File: src/memsys_macros.svh
`ifndef MEMSYS_MACROS_SVH
`define MEMSYS_MACROS_SVH

// data and address width
`define WORD_SIZE 16

// backing store depth, addresses fold modulo this
`define MEM_WORDS 256

// direct-mapped cache geometry
`define LINE_COUNT 8
`define LINE_WORDS 4
`define TAG_BITS 11
`define INDEX_BITS 3
`define OFFSET_BITS 2

// fixed wait before each line transfer
`define MEM_DELAY 5

`endif

File: src/memsys_pkg.sv
`include "memsys_macros.svh"

package memsys_pkg;

	// one address word, split for the cache lookup or for memory line access
	typedef union packed {
		struct packed {
			logic [`TAG_BITS-1:0] tag;
			logic [`INDEX_BITS-1:0] index;
			logic [`OFFSET_BITS-1:0] offset;
		} cache;
		struct packed {
			logic [`TAG_BITS+`INDEX_BITS-1:0] line;
			logic [`OFFSET_BITS-1:0] offset;
		} mem;
	} mem_addr_u;

	typedef enum logic [2:0] {
		IDLE,
		WAIT_WB,
		WRITE_BACK,
		WAIT_FILL,
		FILL
	} ctrl_state_e;

endpackage

File: src/icache.sv
`include "memsys_macros.svh"

module icache import memsys_pkg::*; (
	input  logic                    clk,
	input  logic                    reset_n,
	input  logic                    i_read,
	input  logic [`WORD_SIZE-1:0]   i_addr,
	input  logic                    i_fill_we,
	input  logic [`OFFSET_BITS-1:0] i_fill_offset,
	input  logic [`WORD_SIZE-1:0]   i_fill_data,
	input  logic                    i_fill_done,
	output logic [`WORD_SIZE-1:0]   o_data,
	output logic                    o_busy,
	output logic                    o_miss
);

	mem_addr_u addr;
	logic [`TAG_BITS-1:0] tags [`LINE_COUNT];
	logic [`WORD_SIZE-1:0] lines [`LINE_COUNT][`LINE_WORDS];
	logic [`LINE_COUNT-1:0] valid;
	logic hit;

	assign addr = i_addr;
	assign hit = valid[addr.cache.index] && (tags[addr.cache.index] == addr.cache.tag);

	// no separate refill flag, the line stays a miss until the fill completes
	assign o_miss = i_read && !hit;
	assign o_busy = o_miss;

	always_ff @(posedge clk) begin
		if (!reset_n) begin
			valid <= '0;
		end else if (i_fill_done) begin
			valid[addr.cache.index] <= 1'b1;
		end
	end

	// fill words land in the line selected by the held request address
	always_ff @(posedge clk) begin
		if (i_fill_we) begin
			lines[addr.cache.index][i_fill_offset] <= i_fill_data;
		end
		if (i_fill_done) begin
			tags[addr.cache.index] <= addr.cache.tag;
		end
	end

	// read data shows up one edge after the hit
	always_ff @(posedge clk) begin
		if (i_read && hit) begin
			o_data <= lines[addr.cache.index][addr.cache.offset];
		end
	end

endmodule

File: config.mk
export PLATFORM = sky130hd
export DESIGN_NAME = icache
export DESIGN_NICKNAME = d
export VERILOG_FILES = /design/src/memsys_pkg.sv /design/src/icache.sv
export VERILOG_INCLUDE_DIRS = /design/src /design/src/src
export SDC_FILE = /design/constraint.sdc
export NUM_CORES = 1
export LEC_CHECK = 0
export ABC_AREA = 1
export BUFFER_PORTS_ARGS = -buffer_cell sky130_fd_sc_hd__buf_2
export CELL_PAD_IN_SITES_DETAIL_PLACEMENT = 1
export CELL_PAD_IN_SITES_GLOBAL_PLACEMENT = 1
export CORE_UTILIZATION = 54
export CTS_BUF_LIST = sky130_fd_sc_hd__clkbuf_4
export CTS_CLUSTER_SIZE = 28
export DETAILED_ROUTE_END_ITERATION = 10
export PLACE_DENSITY_LB_ADDON = 0.1
export SYNTH_ARGS = -nofsm -noshare
export SYNTH_HDL_FRONTEND = slang
export SYNTH_SLANG_ARGS = --single-unit
File: constraint.sdc
create_clock -name clk -period 2.8 [get_ports clk]
set_input_delay 0.28 -clock clk [delete_from_list [all_inputs] [get_ports clk]]
set_output_delay 0.28 -clock clk [all_outputs]
set_load 0.05 [all_outputs]
==> impl_metrics.csv <==
group,metric,value,unit
global_routing,grt_max_degree,52,
placed_design,placed_area,0.0258,mm^2
clocking,htree_levels,4,
finish,final_cells,2767,
finish,drive_gt1_share,19.8,%
critical_path,crit_path_start_kind,"flip-flop",
finish,design_area,0.0281,mm^2
logic_synthesis,synthFlopType,"edfxtp_1",
logic_synthesis,ys_seq_area_share,77.3,%
critical_path,cp_max_fo,2,
logic_synthesis,synth_top_area_share,76.7,%
logic_synthesis,synth.most_common_cell,"edfxtp_1",
logic_synthesis,ys_types,30,
timing,setup_ws,-0.00859,ns
route,wl_per_cell,26.1,um
global_routing,antenna_found_initial,4,
timing,post-route-min-period,2.81,ns
logic_synthesis,netlist_area,0.0241,mm^2
timing,slew_violations,0,
clocking,cts_made_buffers,158,
finish,nets,2107,
critical_path,r2r_start,"tags[2][4]$_DFFE_PP_",
outcome,violations,"negative setup slack",
critical_path,r2r_cells,13,
route,wl_met3,5.84,mm
route,drtIter0Drc,1578,
finish,regArea,0.0187,mm^2
placed_design,portBuffers,56,
hold_path,worstHoldStart,"i_addr[12]",
timing,fin_crit_sh,100,%
pwr,vdd_drop_max,0.000587,V
floorplanning,ioPinCount,57,
route,drtPass1Iterations,5,
floorplanning,fp.coreArea,0.0441,mm^2
critical_path,r2r_slack,0.80,ns
global_routing,grt_first_pass_wirelength,105,mm
logic_synthesis,syn_nets,1835,
critical_path,cp_data_arrival_time,2.53,ns
hold_path,hold_class,"in2reg",
global_routing,overflow,0,
timing,finClkSkew,0.0472,ns
outcome,outcome,"finished with violations",
logic_synthesis,synth_top_cell_by_area,"edfxtp_1",
critical_path,cpMostUsedCell,"nand2_1",
route,wl_met1,28.8,mm
route,wl,72.3,mm
clocking,cts_root_buf,"clkbuf_4",
critical_path,end_kind,"output port",
logic_synthesis,synth_area_leaders,"edfxtp_1, nand2_1, nand3_1",
route,route.detailed.drc,0,
global_routing,grt_util_all_layers,33.0,%
global_routing,grt_pass1_vias,17100,
placed_design,gp_congestion,0.859,
critical_path,r2r-end,"o_data[9]$_DFFE_PP_",
route,routed.top_layer,"met5",
timing,fmax,356,MHz
finish,areaGrowthSynthToFinish,16.5,%
route,wl_met2,34.9,mm
clocking,insertion_delay,0.99,ns
clocking,cts_sinks,624,
placed_design,place_inst,2464,
clocking,clock_path_buffers,3,
critical_path,slowest_stage,"edfxtp_1",
floorplanning,rows,77,
floorplanning,start_util,54.7,%
timing,worst_slew_margin_rel,31.0,%
logic_synthesis,yosys_warnings,0,
critical_path,max_stage_delay,0.36,ns
floorplanning,die_x,213,um
clocking,path_clk_slew,0.07,ns
floorplanning,die_area,0.0455,mm^2
pwr,powerDensity,681,mW/mm^2
finish,fill_cells,4385,
route,drt-vias-per-instance,5.83,
clocking,cts_tree,"built",
route,via_count,16100,
timing,setup_viol,2,
finish,fin_util,63.7,%
job,drv_cap,0,
logic_synthesis,synth-edff-count,616,
pwr,p_leak,10.5,nW
timing,worst_slew_pin_slew,1.03,ns
hold_path,hold_depth,2,
route,detail-route-antenna-nets,0,
hold_path,worstHoldEndpoint,"tags[0][7]$_DFFE_PP_",
logic_synthesis,syn_area_per_cell,13.4,um^2
logic_synthesis,syn_inst,1796,
timing,rsz0062_at_grt,"yes",
critical_path,worstSetupPathType,"reg2out",
timing,hold_viol,0,
critical_path,worst_ep_required_time,2.52,ns
critical_path,crit_chain,"nand2_1 > nand2_1 > nand2_1 > nand2_1 > nand2_2 > nand2_1 > nand2_2 > nand2_1 > nor2_1 > nand3_1 > nor2_2 > nor2_2 > buf_6",
finish,multi_input_area,0.00466,mm^2
logic_synthesis,ys_ff_latch,624,
floorplanning,die_h,213,um
logic_synthesis,async_flop_share,0,%
placed_design,dp_hpwl,43.4,mm
logic_synthesis,yosys-top-cells-count,"edfxtp_1, nand2_1, inv_1, nor2_1, nand3_1",
-- where the power goes --
part	internal, W	switching [W]
clock	0.00397	0.00358
sequential	0.0104	0.0000370
combinational	0.000320	0.000825
-- cell families (layout without fill, tap and decap cells) --
group                  Yosys count  count (layout)  synth area share, %
flip-flops                     624             624                 77.3
AO/OA/AOI/OAI                  209             209                 6.16
buffers and inverters          220             596                 3.71
other                            0               3                    0
AND/OR/NAND/NOR                743             743                 12.8
-- per-layer routing --
layer | global-route usage [%] | vias up
li1 | - | 7043
met1 | 42.8 | 8152
met2 | 52.9 | 776
met3 | 7.25 | 160
met4 | 16.5 | 2
met5 | 0 | -
-- final cells by class --
cell class	count	share of cell area, %
Multi-Input combinational cell	952	16.6
Sequential cell	624	66.4
Clock inverter	37	0.819
Tap cell	592	2.64
Clock buffer	227	6.06
Antenna cell	3	0.0267
Timing Repair Buffer	186	5.53
Inverter	146	1.95
-- layout by cell type (no fill, tap or decap), types with 39 or more instances in the layout --
master,instances
a21oi_1,61
a22o_1,46
buf_2,54
buf_4,80
clkbuf_4,227
edfxtp_1,616
inv_1,141
nand2_1,466
nand3_1,106
nand4_1,39
nor2_1,91
-- registers in the layout, indices dropped and copies added (netlist names) --
register	flops
lines	512
valid	8
tags	88
o_data	16
-- worst max-delay path: cells and delay by family (launching register included) --
| family | cells | cell delay, ns |
|---|---|---|
| flip-flops | 1 | 0.36 |
| buffers and inverters | 1 | 0.15 |
| AND/OR/NAND/NOR | 12 | 1.04 |
-- timing repair --
item,in CTS,in global routing
gates cloned,0,0
pin swaps,6,6
hold buffers,34,0
endpoints found under the setup margin,2,2
gates resized for setup,9,5
setup buffers,2,0
endpoints found under the hold margin,642,0
-- worst max-delay path by stage --
| stage | from | to | slack, ns |
|---|---|---|---|
| CTS | tags[7][9]$_DFFE_PP_ | o_miss | -0.1 |
| global route | tags[6][9]$_DFFE_PP_ | o_miss | -0.20 |
| detailed placement | i_addr[3] | o_data[4]$_DFFE_PP_ | 0.07 |
| floorplan | i_addr[2] | o_miss | 0.26 |
| global placement | i_addr[3] | o_data[4]$_DFFE_PP_ | 0.16 |
| finish | tags[6][9]$_DFFE_PP_ | o_miss | -0.009 |
-- stage by stage --
stage	total power (W)	TNS [ns]	setup slack, ns	hold slack, ns
floorplan	0.0111	0	0.255	0.379
detailed placement	0.0117	0	0.0717	0.457
global route	0.0198	-0.409	-0.205	0.142
CTS	0.0193	-0.199	-0.0998	0.0630
global placement	0.0117	0	0.156	0.446
finish	0.0191	-0.0171	-0.00859	0.156
Note: power is estimated with default switching activity, not from simulation.
