===== config.mk =====
export PLATFORM = sky130hd
export DESIGN_NAME = refill_ctrl
export DESIGN_NICKNAME = d
export VERILOG_FILES = /design/src/memsys_pkg.sv /design/src/refill_ctrl.sv
export VERILOG_INCLUDE_DIRS = /design/src /design/src/src
export SDC_FILE = /design/constraint.sdc
export NUM_CORES = 1
export LEC_CHECK = 0
export BUFFER_PORTS_ARGS = -buffer_cell sky130_fd_sc_hd__buf_2
export CELL_PAD_IN_SITES_DETAIL_PLACEMENT = 0
export CELL_PAD_IN_SITES_GLOBAL_PLACEMENT = 2
export CORE_MARGIN = 5
export CORE_UTILIZATION = 21
export CTS_BUF_LIST = sky130_fd_sc_hd__clkbuf_8
export DETAILED_ROUTE_END_ITERATION = 10
export PLACE_DENSITY_LB_ADDON = 0.05
export REMOVE_ABC_BUFFERS = 1
export SETUP_SLACK_MARGIN = 0.5
export SYNTH_ARGS = -nofsm -noshare
export SYNTH_HDL_FRONTEND = slang
export SYNTH_SLANG_ARGS = --single-unit

===== constraint.sdc =====
create_clock -name clk -period 3.2 [get_ports clk]
set_clock_uncertainty 0.15 [all_clocks]
set_input_delay 0.64 -clock clk [delete_from_list [all_inputs] [get_ports clk]]
set_output_delay 0.64 -clock clk [all_outputs]
set_load 0.005 [all_outputs]

===== src/memsys_macros.svh =====
`ifndef MEMSYS_MACROS_SVH
`define MEMSYS_MACROS_SVH

// data and address width
`define WORD_SIZE 16

// backing store depth, addresses fold modulo this
`define MEM_WORDS 256

// direct-mapped cache geometry
`define LINE_COUNT 8
`define LINE_WORDS 4
`define TAG_BITS 11
`define INDEX_BITS 3
`define OFFSET_BITS 2

// fixed wait before each line transfer
`define MEM_DELAY 5

`endif


===== src/memsys_pkg.sv =====
`include "memsys_macros.svh"

package memsys_pkg;

	// one address word, split for the cache lookup or for memory line access
	typedef union packed {
		struct packed {
			logic [`TAG_BITS-1:0] tag;
			logic [`INDEX_BITS-1:0] index;
			logic [`OFFSET_BITS-1:0] offset;
		} cache;
		struct packed {
			logic [`TAG_BITS+`INDEX_BITS-1:0] line;
			logic [`OFFSET_BITS-1:0] offset;
		} mem;
	} mem_addr_u;

	typedef enum logic [2:0] {
		IDLE,
		WAIT_WB,
		WRITE_BACK,
		WAIT_FILL,
		FILL
	} ctrl_state_e;

endpackage


===== src/refill_ctrl.sv =====
`include "memsys_macros.svh"

module refill_ctrl import memsys_pkg::*; (
	input  logic                    clk,
	input  logic                    reset_n,
	input  logic                    i_i_miss,
	input  logic [`WORD_SIZE-1:0]   i_i_addr,
	input  logic                    i_d_miss,
	input  logic [`WORD_SIZE-1:0]   i_d_addr,
	input  logic                    i_d_victim_dirty,
	input  logic [`TAG_BITS-1:0]    i_d_victim_tag,
	input  logic [`WORD_SIZE-1:0]   i_evict_data,
	input  logic [`WORD_SIZE-1:0]   i_mem_rdata,
	output logic                    o_i_fill_we,
	output logic                    o_d_fill_we,
	output logic [`OFFSET_BITS-1:0] o_fill_offset,
	output logic [`WORD_SIZE-1:0]   o_fill_data,
	output logic                    o_i_fill_done,
	output logic                    o_d_fill_done,
	output logic [`OFFSET_BITS-1:0] o_evict_offset,
	output logic [`WORD_SIZE-1:0]   o_mem_addr,
	output logic                    o_mem_we,
	output logic [`WORD_SIZE-1:0]   o_mem_wdata
);

	localparam int CNT_W = $clog2(`MEM_DELAY + `LINE_WORDS);

	ctrl_state_e state;
	logic [CNT_W-1:0] cnt;
	logic sel_d;
	logic [`TAG_BITS+`INDEX_BITS-1:0] line_q;
	logic [`TAG_BITS-1:0] vtag_q;
	mem_addr_u i_a, d_a, fill_addr, wb_addr;
	logic fill_active, fill_last;

	assign i_a = i_i_addr;
	assign d_a = i_d_addr;

	// refill reads the new line; write-back swaps in the victim tag, same index
	always_comb begin
		fill_addr.mem.line = line_q;
		fill_addr.mem.offset = cnt[`OFFSET_BITS-1:0];
		wb_addr = fill_addr;
		wb_addr.cache.tag = vtag_q;
	end

	assign o_mem_addr = (state == WRITE_BACK) ? wb_addr : fill_addr;
	assign o_mem_we = (state == WRITE_BACK);
	assign o_mem_wdata = i_evict_data;
	assign o_evict_offset = cnt[`OFFSET_BITS-1:0];

	// fill port trails the memory address by one cycle
	assign fill_active = (state == FILL) && (cnt != '0);
	assign fill_last = (state == FILL) && (cnt == CNT_W'(`LINE_WORDS));
	assign o_fill_offset = `OFFSET_BITS'(cnt - 1'b1);
	assign o_fill_data = i_mem_rdata;
	assign o_i_fill_we = fill_active && !sel_d;
	assign o_d_fill_we = fill_active && sel_d;
	assign o_i_fill_done = fill_last && !sel_d;
	assign o_d_fill_done = fill_last && sel_d;

	always_ff @(posedge clk) begin
		if (!reset_n) begin
			state <= IDLE;
			cnt <= '0;
			sel_d <= 1'b0;
		end else begin
			case (state)
				IDLE: begin
					cnt <= '0;
					// data port wins a tie
					if (i_d_miss) begin
						sel_d <= 1'b1;
						state <= i_d_victim_dirty ? WAIT_WB : WAIT_FILL;
					end else if (i_i_miss) begin
						sel_d <= 1'b0;
						state <= WAIT_FILL;
					end
				end
				WAIT_WB, WAIT_FILL: begin
					if (cnt == CNT_W'(`MEM_DELAY - 1)) begin
						cnt <= '0;
						state <= (state == WAIT_WB) ? WRITE_BACK : FILL;
					end else begin
						cnt <= cnt + 1'b1;
					end
				end
				WRITE_BACK: begin
					if (cnt == CNT_W'(`LINE_WORDS - 1)) begin
						cnt <= '0;
						state <= WAIT_FILL;
					end else begin
						cnt <= cnt + 1'b1;
					end
				end
				FILL: begin
					if (fill_last) begin
						cnt <= '0;
						state <= IDLE;
					end else begin
						cnt <= cnt + 1'b1;
					end
				end
				default: state <= IDLE;
			endcase
		end
	end

	always_ff @(posedge clk) begin
		if (state == IDLE) begin
			line_q <= i_d_miss ? d_a.mem.line : i_a.mem.line;
			vtag_q <= i_d_victim_tag;
		end
	end

endmodule


==> out/summary.md <==
The total clock sinks is 33, and the worst endpoint required time is 2.41 ns. Length of routed met2 wiring: 2210 um. The uppermost layer routed is met4. The biggest area contributor in the post-synthesis netlist is sky130_fd_sc_hd__edfxtp_1. The worst setup margin is 0.698 ns, and the instance count of the mapped netlist is 153. The critical setup path kind is flip-flop to output port.

In this run the worst path has a maximum fanout of 13. During synthesis, Yosys emitted a total of 0 warnings. The path length in cells of the critical path was 4. Initial antenna violation count: 0. Source of the critical timing path: state[1]. Averaged over all synthesized cells, the footprint is 12.1 sq um. The final hold violation count was 0. The final cycle utilization of the critical path was 78.2%.

Broken down by cell family, the worst path's largest delay share belongs to flip-flops. Most used flip-flop cell after synthesis: sky130_fd_sc_hd__edfxtp_1. The mapped netlist covers 1850 sq um. Buffers inserted during clock tree synthesis total 5.

The later pin in the worst-skew pair is clocked with a latency of 0.28 ns. Entering global routing, the biggest net connects 29 pins. Counting the fill cells in the layout gives 944.

For the number of resized instances in the post-cts repair step, the log shows 0. The setup check on the worst reg-to-reg path leaves a slack of 1.34 ns. The run finished with clean final reports.

Measured along the x axis, the die boundary spans 104 um. The wire-length estimate of the detail-placed layout is 4080 um. TritonCTS built the clock tree.

The critical register-to-register path startpoint was cnt[0]. The startpoint kind of the worst setup timing path is a flip-flop. The H-tree generated during clock tree synthesis spans 2 levels.

Final routed wirelength across all metal layers: 5380 um. Summed over all failing endpoints, the final setup total negative slack is 0 ns. Largest incremental delay on the critical path: 0.48 ns. The critical path goes through nor3b_2 -> buf_4 -> mux2_2 -> buf_2. In the routed layout, each cell is associated on average with a via count of 4.21.

The largest individual stage delay along the critical path comes from the cell sky130_fd_sc_hd__dfxtp_1. The share of total power dissipated in the clock network is 22.9%. Path type of the worst min-delay path: flip-flop to flip-flop. For this design the top-level I/O count stands at 137.

The first routing iteration left 31 violations. For this design the total switching power over the nets is 510 uW. The first TritonRoute pass finished after 4 iterations.

In this run the standard cell core region covers 8640 sq um. The power density over cell area is 779 nW/um^2. The endpoint of the most critical register-to-register path was cnt[0]. Before CTS, the worst setup slack after placement is 0.967 ns. The number of enable-type register cells in the synthesized netlist was 25.

By area the synthesized netlist is led by sky130_fd_sc_hd__edfxtp_1, sky130_fd_sc_hd__buf_4, sky130_fd_sc_hd__mux2_2. The die covers 10800 sq um. Summed over all layers, the global routing overflow is 0. The tool flagged a number of max-cap violations equal to 0. During placement, the flow inserted port buffers numbering 68. For the pin with the worst max-slew slack, the measured transition is 0.420 ns. The fraction of power spent switching nets was 30.6%; the final weighted congestion in routability-driven placement was 0.685. Starting density of the core: 21.4%. Of the cells placed in the final design, the portion with a size suffix greater than 1 is 58.0%. Across the VDD grid, the largest voltage drop is 0.353 mV. The run gives 0.000878 uW as the reported leakage power. The repair_antennas step left the layout with diodes totalling 0. The number of cells traversed by the worst register-to-register path works out to 6.

The area growth from synthesis to layout is 15.7%. After floorplanning, the core was divided into 34 placement rows. After detailed routing, the average wire length per cell comes to 18.2 um. For the number of buffers inserted by hold repair at cts, the log shows 0. Setup violations remaining at the end of the flow were counted as 0.

Counting flops and latches in the post-synthesis netlist gives 33. The floorplan step set the die height to 104 um. The share of synthesized registers carrying an async set or reset works out to 0%. The register clock-pin slew on the reported worst setup and hold paths is 0.07 ns, and the final critical delay including setup and external delays is 2.50 ns.

Setup repair after global routing left no endpoint under its margin. Wire segments on met3 add up to 816 um in the final route. In this run, distinct cell masters in the synthesized netlist total 35. STA classifies the critical path endpoint as an output port. The tools report the library cell used as clock root buffer as sky130_fd_sc_hd__clkbuf_8. In the final routing, the length of wire on met1 measures 2300 um. The run gives 9.73% as the overall routing resource usage. For the part of the total power dissipated in combinational logic, the log shows 34.1%. The most critical setup path has its endpoint at o_mem_addr[5].

Headroom to the max-slew limit came out at 72.0%. For this run, design rule violations remaining after detail routing come to 0. Timing would allow up to 400 MHz. Per report_power, the sequential group accounts for 43.0% of the total.

The first global-routing pass estimated 8030 um of wire. The internal portion of the total power is 1150 uW. The data arrival time of the critical path is 1.71 ns, and the sequential cell area fraction in the yosys report is 49.4%. The top cell type by area accounts for 40.7% of the synthesized area. The number of nets with antenna violations after detailed routing is 0, and the buffer depth of the longest clock path is 2. The via count of the first global-routing pass is 1324, and the number of vias in the routed layout is 1247. The logs give 0 for the total count of max-transition violations in the final report and 0 for the number of buffers inserted to repair setup after CTS. The buffering stage count on the worst path with inverters included was 2. In the final design database the tool counted 269 nets.
## routing by layer
layer	up-vias	global-route usage, %
li1	573	-
met3	5	8.02
met2	97	12.9
met4	0	2.22
met5	-	0.952
met1	572	11.9
## stage by stage
step	utilization, %	total power, uW	hold slack, ns	std cells	area [sq um]
global route	24.7	1790	0.359	296	2140
CTS	24.7	1720	0.335	296	2140
detailed placement	23.5	1320	0.328	288	2030
finish	24.7	1660	0.330	296	2140
floorplan	-	1040	0.298	110	1530
global placement	23.5	1310	0.336	288	2030
## how the worst min path moves through the flow
stage	start	end	depth (start not counted)
finish	cnt[3]	cnt[3]	2
CTS	cnt[3]	cnt[3]	2
detailed placement	cnt[3]	cnt[3]	2
global placement	cnt[3]	cnt[3]	2
global route	i_d_victim_tag[5]	vtag_q[5]	1
floorplan	cnt[3]	cnt[3]	2
## state kept, by name, indices dropped and copies added (netlist names)
name    flops
line_q     14
vtag_q     11
cnt         4
state       3
sel_d       1
## cells in the final DEF (no fill, tap or decap), types with 3 or more instances in the layout
cell type and count:
sky130_fd_sc_hd__buf_2 68, sky130_fd_sc_hd__mux2_2 26, sky130_fd_sc_hd__edfxtp_1 25, sky130_fd_sc_hd__dfxtp_1 8
sky130_fd_sc_hd__nor2_1 7, sky130_fd_sc_hd__nand2_1 6, sky130_fd_sc_hd__inv_1 5, sky130_fd_sc_hd__clkbuf_8 5
sky130_fd_sc_hd__a21oi_1 3, sky130_fd_sc_hd__nor3_1 3
## cell usage after synthesis (2+ instances only)
cell type and instances:
sky130_fd_sc_hd__buf_4 39, sky130_fd_sc_hd__nor3_1 4, sky130_fd_sc_hd__mux2_2 26, sky130_fd_sc_hd__inv_1 4, sky130_fd_sc_hd__nor2_1 7, sky130_fd_sc_hd__nand2_1 6, sky130_fd_sc_hd__nor2b_1 2, sky130_fd_sc_hd__edfxtp_1 25
sky130_fd_sc_hd__ha_1 2, sky130_fd_sc_hd__buf_2 3, sky130_fd_sc_hd__and2_1 2, sky130_fd_sc_hd__a21oi_1 3, sky130_fd_sc_hd__dfxtp_1 8
## power groups by stage
stage               sequential, uW  clock [uW]  combinational, uW
floorplan                      721           0                317
global placement               721           0                587
detailed placement             728           0                592
CTS                            719         405                595
global route                   732         422                632
finish                         716         381                568
## tightest hold or removal path: stages (launching register included)
cell,delay (ns)
sky130_fd_sc_hd__dfxtp_1,0.34
sky130_fd_sc_hd__nand2_1,0.06
sky130_fd_sc_hd__nand2_1,0.04
## final cells by class
type	count	area, sq um	area share [%]
clock buffer	5	68.8	3.22
tap	108	135	6.33
inverter	4	15.0	0.703
sequential	33	911	42.6
timing repair buffer	70	355	16.6
multi-input combinational	73	613	28.7
clock inverter	3	37.5	1.76
## logic make-up (layout without fill, tap and decap cells)
family / Yosys count / count (layout) / share of synthesized area, %
AO/OA/AOI/OAI: 17 / 17 / 7.66
adder cells (fa/ha/maj): 2 / 2 / 1.36
AND/OR/NAND/NOR: 28 / 28 / 8.07
flip-flops: 33 / 33 / 49.4
buffers and inverters: 47 / 82 / 17.7
multiplexers: 26 / 26 / 15.9
Note: power is estimated with default switching activity, not from simulation.
