==> config.mk <==
export PLATFORM = sky130hd
export DESIGN_NAME = dcache
export DESIGN_NICKNAME = d
export VERILOG_FILES = /design/src/memsys_pkg.sv /design/src/dcache.sv
export VERILOG_INCLUDE_DIRS = /design/src /design/src/src
export SDC_FILE = /design/constraint.sdc
export NUM_CORES = 1
export LEC_CHECK = 0
export BUFFER_PORTS_ARGS = -buffer_cell sky130_fd_sc_hd__buf_2
export CORE_ASPECT_RATIO = 0.75
export CORE_MARGIN = 2
export CORE_UTILIZATION = 40
export DETAILED_ROUTE_END_ITERATION = 12
export PLACE_DENSITY = 0.64
export REMOVE_ABC_BUFFERS = 1
export SYNTH_ARGS = -nofsm -noshare
export SYNTH_HDL_FRONTEND = slang
export SYNTH_SLANG_ARGS = --single-unit
export TNS_END_PERCENT = 30
==> constraint.sdc <==
create_clock -name clk -period 4.4 [get_ports clk]
set_input_delay 0.88 -clock clk [delete_from_list [all_inputs] [get_ports clk]]
set_output_delay 0.88 -clock clk [all_outputs]
set_load 0.02 [all_outputs]
==> src/memsys_macros.svh <==
`ifndef MEMSYS_MACROS_SVH
`define MEMSYS_MACROS_SVH

// data and address width
`define WORD_SIZE 16

// backing store depth, addresses fold modulo this
`define MEM_WORDS 256

// direct-mapped cache geometry
`define LINE_COUNT 8
`define LINE_WORDS 4
`define TAG_BITS 11
`define INDEX_BITS 3
`define OFFSET_BITS 2

// fixed wait before each line transfer
`define MEM_DELAY 5

`endif

==> src/memsys_pkg.sv <==
`include "memsys_macros.svh"

package memsys_pkg;

	// one address word, split for the cache lookup or for memory line access
	typedef union packed {
		struct packed {
			logic [`TAG_BITS-1:0] tag;
			logic [`INDEX_BITS-1:0] index;
			logic [`OFFSET_BITS-1:0] offset;
		} cache;
		struct packed {
			logic [`TAG_BITS+`INDEX_BITS-1:0] line;
			logic [`OFFSET_BITS-1:0] offset;
		} mem;
	} mem_addr_u;

	typedef enum logic [2:0] {
		IDLE,
		WAIT_WB,
		WRITE_BACK,
		WAIT_FILL,
		FILL
	} ctrl_state_e;

endpackage

==> src/dcache.sv <==
`include "memsys_macros.svh"

module dcache import memsys_pkg::*; (
	input  logic                    clk,
	input  logic                    reset_n,
	input  logic                    i_read,
	input  logic                    i_write,
	input  logic [`WORD_SIZE-1:0]   i_addr,
	input  logic [`WORD_SIZE-1:0]   i_wdata,
	input  logic                    i_fill_we,
	input  logic [`OFFSET_BITS-1:0] i_fill_offset,
	input  logic [`WORD_SIZE-1:0]   i_fill_data,
	input  logic                    i_fill_done,
	input  logic [`OFFSET_BITS-1:0] i_evict_offset,
	output logic [`WORD_SIZE-1:0]   o_rdata,
	output logic                    o_busy,
	output logic                    o_miss,
	output logic                    o_victim_dirty,
	output logic [`TAG_BITS-1:0]    o_victim_tag,
	output logic [`WORD_SIZE-1:0]   o_evict_data
);

	mem_addr_u addr;
	logic [`TAG_BITS-1:0] tags [`LINE_COUNT];
	logic [`WORD_SIZE-1:0] lines [`LINE_COUNT][`LINE_WORDS];
	logic [`LINE_COUNT-1:0] valid;
	logic [`LINE_COUNT-1:0] dirty;
	logic hit;
	logic req;

	assign addr = i_addr;
	assign req = i_read || i_write;
	assign hit = valid[addr.cache.index] && (tags[addr.cache.index] == addr.cache.tag);

	assign o_miss = req && !hit;
	assign o_busy = o_miss;

	// victim side of the indexed line, read by the controller for write-back
	assign o_victim_dirty = valid[addr.cache.index] && dirty[addr.cache.index];
	assign o_victim_tag = tags[addr.cache.index];
	assign o_evict_data = lines[addr.cache.index][i_evict_offset];

	always_ff @(posedge clk) begin
		if (!reset_n) begin
			valid <= '0;
			dirty <= '0;
		end else if (i_fill_done) begin
			valid[addr.cache.index] <= 1'b1;
			dirty[addr.cache.index] <= 1'b0;
		end else if (i_write && hit) begin
			dirty[addr.cache.index] <= 1'b1;
		end
	end

	// a write hit and a fill never overlap, a filling line is still a miss
	always_ff @(posedge clk) begin
		if (i_fill_we) begin
			lines[addr.cache.index][i_fill_offset] <= i_fill_data;
		end else if (i_write && hit) begin
			lines[addr.cache.index][addr.cache.offset] <= i_wdata;
		end
		if (i_fill_done) begin
			tags[addr.cache.index] <= addr.cache.tag;
		end
	end

	always_ff @(posedge clk) begin
		if (i_read && hit) begin
			o_rdata <= lines[addr.cache.index][addr.cache.offset];
		end
	end

endmodule

==> impl_metrics.py, run 1 <==
metrics = {
    "layout": {
        "nets": 1608,
        "layout_commonest_cell": "edfxtp_1",
        "syn2layout_area_growth_pct": 18.5,
        "final_area_mm2": 0.0294,
        "multiInputGateArea_mm2": 0.00574,
        "final_util_pct": 47.7,
        "ff_latch_area_mm2": 0.0188,
        "fillCellCount": 5104,
        "drive_gt1_share_pct": 29.8,
        "final_cell_mix": "616 x edfxtp_1, 167 x a22oi_1, 103 x buf_2",
        "antenna_cells": 0,
    },
    "detailed_routing": {
        "ant_nets": 0,
        "drc": 0,
        "drt-total-wl_um": 69200,
        "via_count": 14541,
        "first_iter_violations": 1568,
        "dr.pass1.iters": 7,
        "avgViaCountPerCell": 6.04,
        "wl_per_cell_um": 28.7,
    },
    "floorplanning": {
        "num_rows": 79,
        "die_x_um": 292,
        "die_h_um": 220,
        "start_util_pct": 40.3,
        "coreArea_mm2": 0.0617,
        "io_pins": 104,
        "die_area_mm2": 0.0641,
    },
    "worst_setup_path": {
        "max_stage_delay_ns": 0.54,
        "cp-startpoint": "i_addr[2]",
        "r2r_start": "tags[0][3]$_DFFE_PP_",
        "path_max_fanout": 17,
        "worst_path_max_delay_cell": "mux4_2",
        "cpMostUsedCell": "buf_2",
        "timing_worst_setup_path_type": "input pin to output port",
        "regToRegSetupSlack_ns": 1.32,
        "crit_family": "simple AND/OR/NAND/NOR gates",
        "crit_path_start_kind": "input pin",
        "arrival_ns": 3.40,
        "end_kind": "output port",
        "worstPathCellList": "buf_2 > nor2b_1 > and2_2 > buf_4 > a22o_1 > a221oi_1 > nand3_1 > mux4_2 > buf_2",
        "crit_buf_inv": 3,
        "worstPathRequired_ns": 3.52,
    },
    "sta": {
        "setup_ws_ns": 0.118,
        "tightest_slew_ns": 0.887,
        "hold_viol": 0,
        "drv_slew": 0,
        "slew_headroom_pct": 40.8,
        "period_needed_ns": 4.28,
        "timing.final.crit_share_pct": 97.3,
        "hold_ws_ns": 0.467,
        "max_freq_mhz": 234,
        "fin_skew_ns": 0.0315,
        "setup_violations": 0,
        "rsz0062_at_grt": "false",
    },
    "synthesis": {
        "synth.distinct_cells": 45,
        "ys_warn_count": 0,
        "yosysSeqAreaShare_pct": 75.8,
        "synth-main-ff-cell": "edfxtp_1",
        "synth_seq_cells": 632,
        "avgSynthCellArea_um2": 18.2,
        "syn_inst": 1366,
        "async_reset_ff_share_pct": 0,
        "synth_edf_count": 616,
        "syn_area_mm2": 0.0248,
    },
    "placement": {
        "post-place-ws_ns": 0.141,
        "gp_congestion": 0.848,
        "dpl_cell_area_mm2": 0.0274,
        "io_buffers": 103,
        "dp_hpwl_um": 44800,
    },
    "clocking": {
        "clockBufferDepth": 3,
        "htreeDepth": 2,
        "insertion_delay_ns": 0.65,
        "clkSinkCount": 632,
        "cts_made_buffers": 61,
        "cts.hold.buffers_added": 0,
        "cts_tree": "done",
        "cts_setup_buffers": 0,
        "root_buffer": "clkbuf_16",
        "ctsResizeCount": 0,
        "cts.reportedPaths.clkPinSlew_ns": 0.06,
    },
    "power": {
        "p_leak_nw": 9.57,
        "power_density_mw_per_mm2": 434,
        "peakVddDrop_uv": 288,
        "fin_total_pwr_mw": 12.8,
    },
    "run_status": {
        "outcome": "completed",
    },
    "global_route": {
        "grt_pass1_vias": 14332,
        "antenna_found_initial": 2,
        "grt_pass1_wl_um": 99800,
        "grt_overflow": 0,
        "grtUsageTotal_pct": 21.5,
        "grt_max_degree": 56,
    },
    "worst_hold_path": {
        "min_from": "valid[5]$_SDFFE_PN0P_",
        "worstHoldPathType": "flop to flop",
    },
    "flow_run": {
        "maxCapViolCount": 0,
    },
}
## synthesized netlist by cell type, drive strengths merged, types with 18 or more instances
cell type	n	area share, %
clkbuf	57	0.86
edfxtp	616	75
nand2	20	0.30
mux2i	32	1.3
a22oi	167	5.0
nor2	18	0.27
a221oi	44	1.6
a21oi	41	0.83
a22o	39	1.4
nand4	29	0.83
mux4	44	4.0
buf	35	0.74
mux2	85	3.9
nand3	37	0.75
## final timing paths
path                                          endpoint  cells past startpoint
worst max-delay path                   o_evict_data[8]                      9
worst min-delay path             valid[5]$_SDFFE_PN0P_                      1
worst max register to register  lines[1][22]$_DFFE_PP_                      9
worst min register to register   valid[5]$_SDFFE_PN0P_                      1
## where the power goes
group | total [mW] | switching, mW | internal, mW
Sequential | 6.72 | 0.0210 | 6.70
Combinational | 0.913 | 0.590 | 0.323
Clock | 5.15 | 2.22 | 2.93
## per-stage QoR
step / TNS (ns) / instances
after global routing: 0 / 2409
final: 0 / 2409
after floorplan: -352.25 / 1274
after CTS: 0 / 2409
after global placement: 0 / 2297
after detailed placement: 0 / 2297
## metal layers
layer,up-vias,track usage (%),routed length (µm),share of wire [%]
met3,119,4.43,7170,10
met5,-,0,0,0
met2,773,33.5,31600,46
met1,7541,30.7,28700,42
li1,6108,-,-,-
met4,0,6.44,1730,2.5
## cells by family after synthesis
group | count (synthesis) | share of synthesized area (%)
AO/OA/AOI/OAI | 324 | 9.82
XOR/XNOR | 9 | 0.348
buffers and inverters | 98 | 1.69
flip-flops | 632 | 75.8
multiplexers | 161 | 9.14
AND/OR/NAND/NOR | 142 | 3.21
## area by class of cell
cell class	instances	area share [%]
well taps	810	3.45
multi-input cells	636	19.5
clock inverters	33	1.10
repair buffers	213	6.30
inverters	6	0.0766
flip-flops and latches	632	64.0
clock buffers	79	5.59
## state kept, by name, summed over array words and instances (netlist names), named ones only
signal	flops
valid	8
lines	512
tags	88
o_rdata	16
## worst reg2reg max path: cells and delay by family (launching register included)
family	cells	cell delay, ns
AND/OR/NAND/NOR	3	0.86
multiplexers	2	0.57
buffers and inverters	2	0.42
flip-flops	1	0.32
XOR/XNOR	1	0.31
AO/OA/AOI/OAI	1	0.30
No activity file was read; power rests on OpenSTA's default activity.
==> inputs of run 2 (changes only) <==
--- a/config.mk
+++ b/config.mk
@@ -10,8 +10,9 @@
 export CORE_ASPECT_RATIO = 0.75
 export CORE_MARGIN = 2
-export CORE_UTILIZATION = 40
+export CORE_UTILIZATION = 50
 export DETAILED_ROUTE_END_ITERATION = 12
-export PLACE_DENSITY = 0.64
+export PLACE_DENSITY = 0.75
 export REMOVE_ABC_BUFFERS = 1
+export SETUP_SLACK_MARGIN = 0.2
 export SYNTH_ARGS = -nofsm -noshare
 export SYNTH_HDL_FRONTEND = slang
==> constraint.sdc (replaced) <==
create_clock -name clk -period 4.4 [get_ports clk]
set_input_delay 0.88 -clock clk [delete_from_list [all_inputs] [get_ports clk]]
set_output_delay 0.88 -clock clk [all_outputs]
set_load 0.01 [all_outputs]
==> impl_metrics.py, run 2 (synthesis results as in run 1) <==
metrics = {
    "run_status": {
        "outcome": "completed",
    },
    "detailed_routing": {
        "drc": 0,
        "dr.pass1.iters": 5,
        "ant_nets": 0,
        "drt-total-wl_um": 67300,
        "top_layer_used": "met4",
        "wl_per_cell_um": 30.2,
        "avgViaCountPerCell": 6.62,
        "via_count": 14786,
        "met1_length_um": 25200,
        "first_iter_violations": 2114,
        "wl_met2_um": 30300,
        "wl_met3_um": 8840,
    },
    "layout": {
        "drive_gt1_share_pct": 29.1,
        "regMostFlops": "lines",
        "final_util_pct": 59.1,
        "final_cell_mix": "616 x edfxtp_1, 167 x a22oi_1, 100 x buf_2",
        "layout_commonest_cell": "edfxtp_1",
        "reg.largest.list": "lines x512, tags x88, o_rdata x16",
        "nets": 1592,
        "largest_reg_flops": 512,
        "syn2layout_area_growth_pct": 16.3,
    },
    "worst_setup_path": {
        "end_kind": "output port",
        "path_max_fanout": 19,
        "regToRegSetupSlack_ns": 1.25,
        "worstPathCellList": "clkbuf_4 > clkinv_1 > buf_4 > nor3_2 > buf_6 > buf_4 > a22oi_1 > nand4_1 > mux4_2 > buf_2",
        "worstPathRequired_ns": 3.52,
        "crit_path_start_kind": "input pin",
        "worst_path_max_delay_cell": "nor3_2",
        "timing_worst_setup_path_type": "input pin to output port",
        "cpMostUsedCell": "buf_4",
        "max_stage_delay_ns": 0.47,
        "arrival_ns": 3.23,
    },
    "floorplanning": {
        "num_rows": 70,
        "die_area_mm2": 0.0515,
        "die_h_um": 197,
        "io_pins": 104,
        "start_util_pct": 50.8,
        "coreArea_mm2": 0.0489,
        "die_x_um": 261,
    },
    "sta": {
        "tightest_slew_ns": 0.902,
        "setup_violations": 0,
        "drv_slew": 0,
        "setup_ws_ns": 0.289,
        "hold_ws_ns": 0.468,
        "max_freq_mhz": 243,
        "hold_viol": 0,
        "slew_headroom_pct": 39.9,
        "period_needed_ns": 4.11,
        "rsz0062_at_grt": "false",
        "fin_skew_ns": 0.0190,
        "timing.final.crit_share_pct": 93.4,
    },
    "placement": {
        "dp_hpwl_um": 41700,
        "io_buffers": 103,
        "gp_congestion": 0.847,
        "post-place-ws_ns": 0.178,
    },
    "power": {
        "peakVddDrop_uv": 331,
        "power_density_mw_per_mm2": 437,
        "fin_total_pwr_mw": 12.6,
        "p_leak_nw": 9.43,
    },
    "global_route": {
        "grt_pass1_vias": 14774,
        "grt_pass1_wl_um": 98000,
        "grtUsageTotal_pct": 26.5,
        "grt_overflow": 0,
        "antenna_found_initial": 2,
        "grt_max_degree": 65,
    },
    "clocking": {
        "cts_tree": "done",
        "clkSinkCount": 632,
        "clockBufferDepth": 3,
        "insertion_delay_ns": 0.64,
        "root_buffer": "clkbuf_16",
        "htreeDepth": 2,
        "cts.reportedPaths.clkPinSlew_ns": 0.06,
        "cts_made_buffers": 59,
    },
    "flow_run": {
        "maxCapViolCount": 0,
    },
    "worst_hold_path": {
        "worstHoldPathType": "flop to flop",
    },
}
-- run 2: path summary, 6_finish.rpt --
check | from | cells past startpoint | end
hold / removal | valid[7]$_SDFFE_PN0P_ | 1 | valid[7]$_SDFFE_PN0P_
hold reg to reg | valid[7]$_SDFFE_PN0P_ | 1 | valid[7]$_SDFFE_PN0P_
setup reg to reg | tags[5][9]$_DFFE_PP_ | 9 | lines[3][35]$_DFFE_PP_
setup / recovery | i_addr[4] | 10 | o_evict_data[0]
-- run 2: area by class of cell --
| class | count | area (µm²) |
|---|---|---|
| Timing Repair Buffer | 199 | 1560 |
| Clock buffer | 72 | 1530 |
| Multi-Input combinational cell | 636 | 5740 |
| Antenna cell | 2 | 5.00 |
| Clock inverter | 38 | 399 |
| Inverter | 6 | 22.5 |
| Tap cell | 648 | 811 |
| Sequential cell | 632 | 18800 |
| Fill cell | 3448 | 20000 |
-- run 2: what timing repair did --
action | 4_1_cts | 5_1_grt
setup endpoints to repair | 2 | 14
setup buffers | 0 | 0
hold buffers | 0 | 0
resized for setup | 1 | 4
-- run 2: stage by stage --
stage          instance area (µm²)  TNS (ns)  cells
3_3_place_gp                 26900         0   2121
6_report                     28900         0   2233
4_1_cts                      28900         0   2231
2_1_floorplan                24400   -351.22   1274
5_1_grt                      28900         0   2233
3_5_place_dp                 26900         0   2121
-- run 2: worst max-delay path, delay by kind of cell --
kind                   cells  cell delay, ns
buffers and inverters      6            1.30
AO/OA/AOI/OAI              1            0.10
AND/OR/NAND/NOR            2            0.64
multiplexers               1            0.28
-- run 2: where the power goes --
| group | internal [mW] | switching [mW] |
|---|---|---|
| logic | 0.305 | 0.519 |
| registers | 6.69 | 0.0223 |
| clock network | 2.88 | 2.21 |
-- run 2: metal layers --
metal	GRT usage, %	vias to the layer above
li1	-	6064
met1	37.2	7447
met2	39.5	1089
met3	6.93	186
met4	11.5	0
met5	0	-
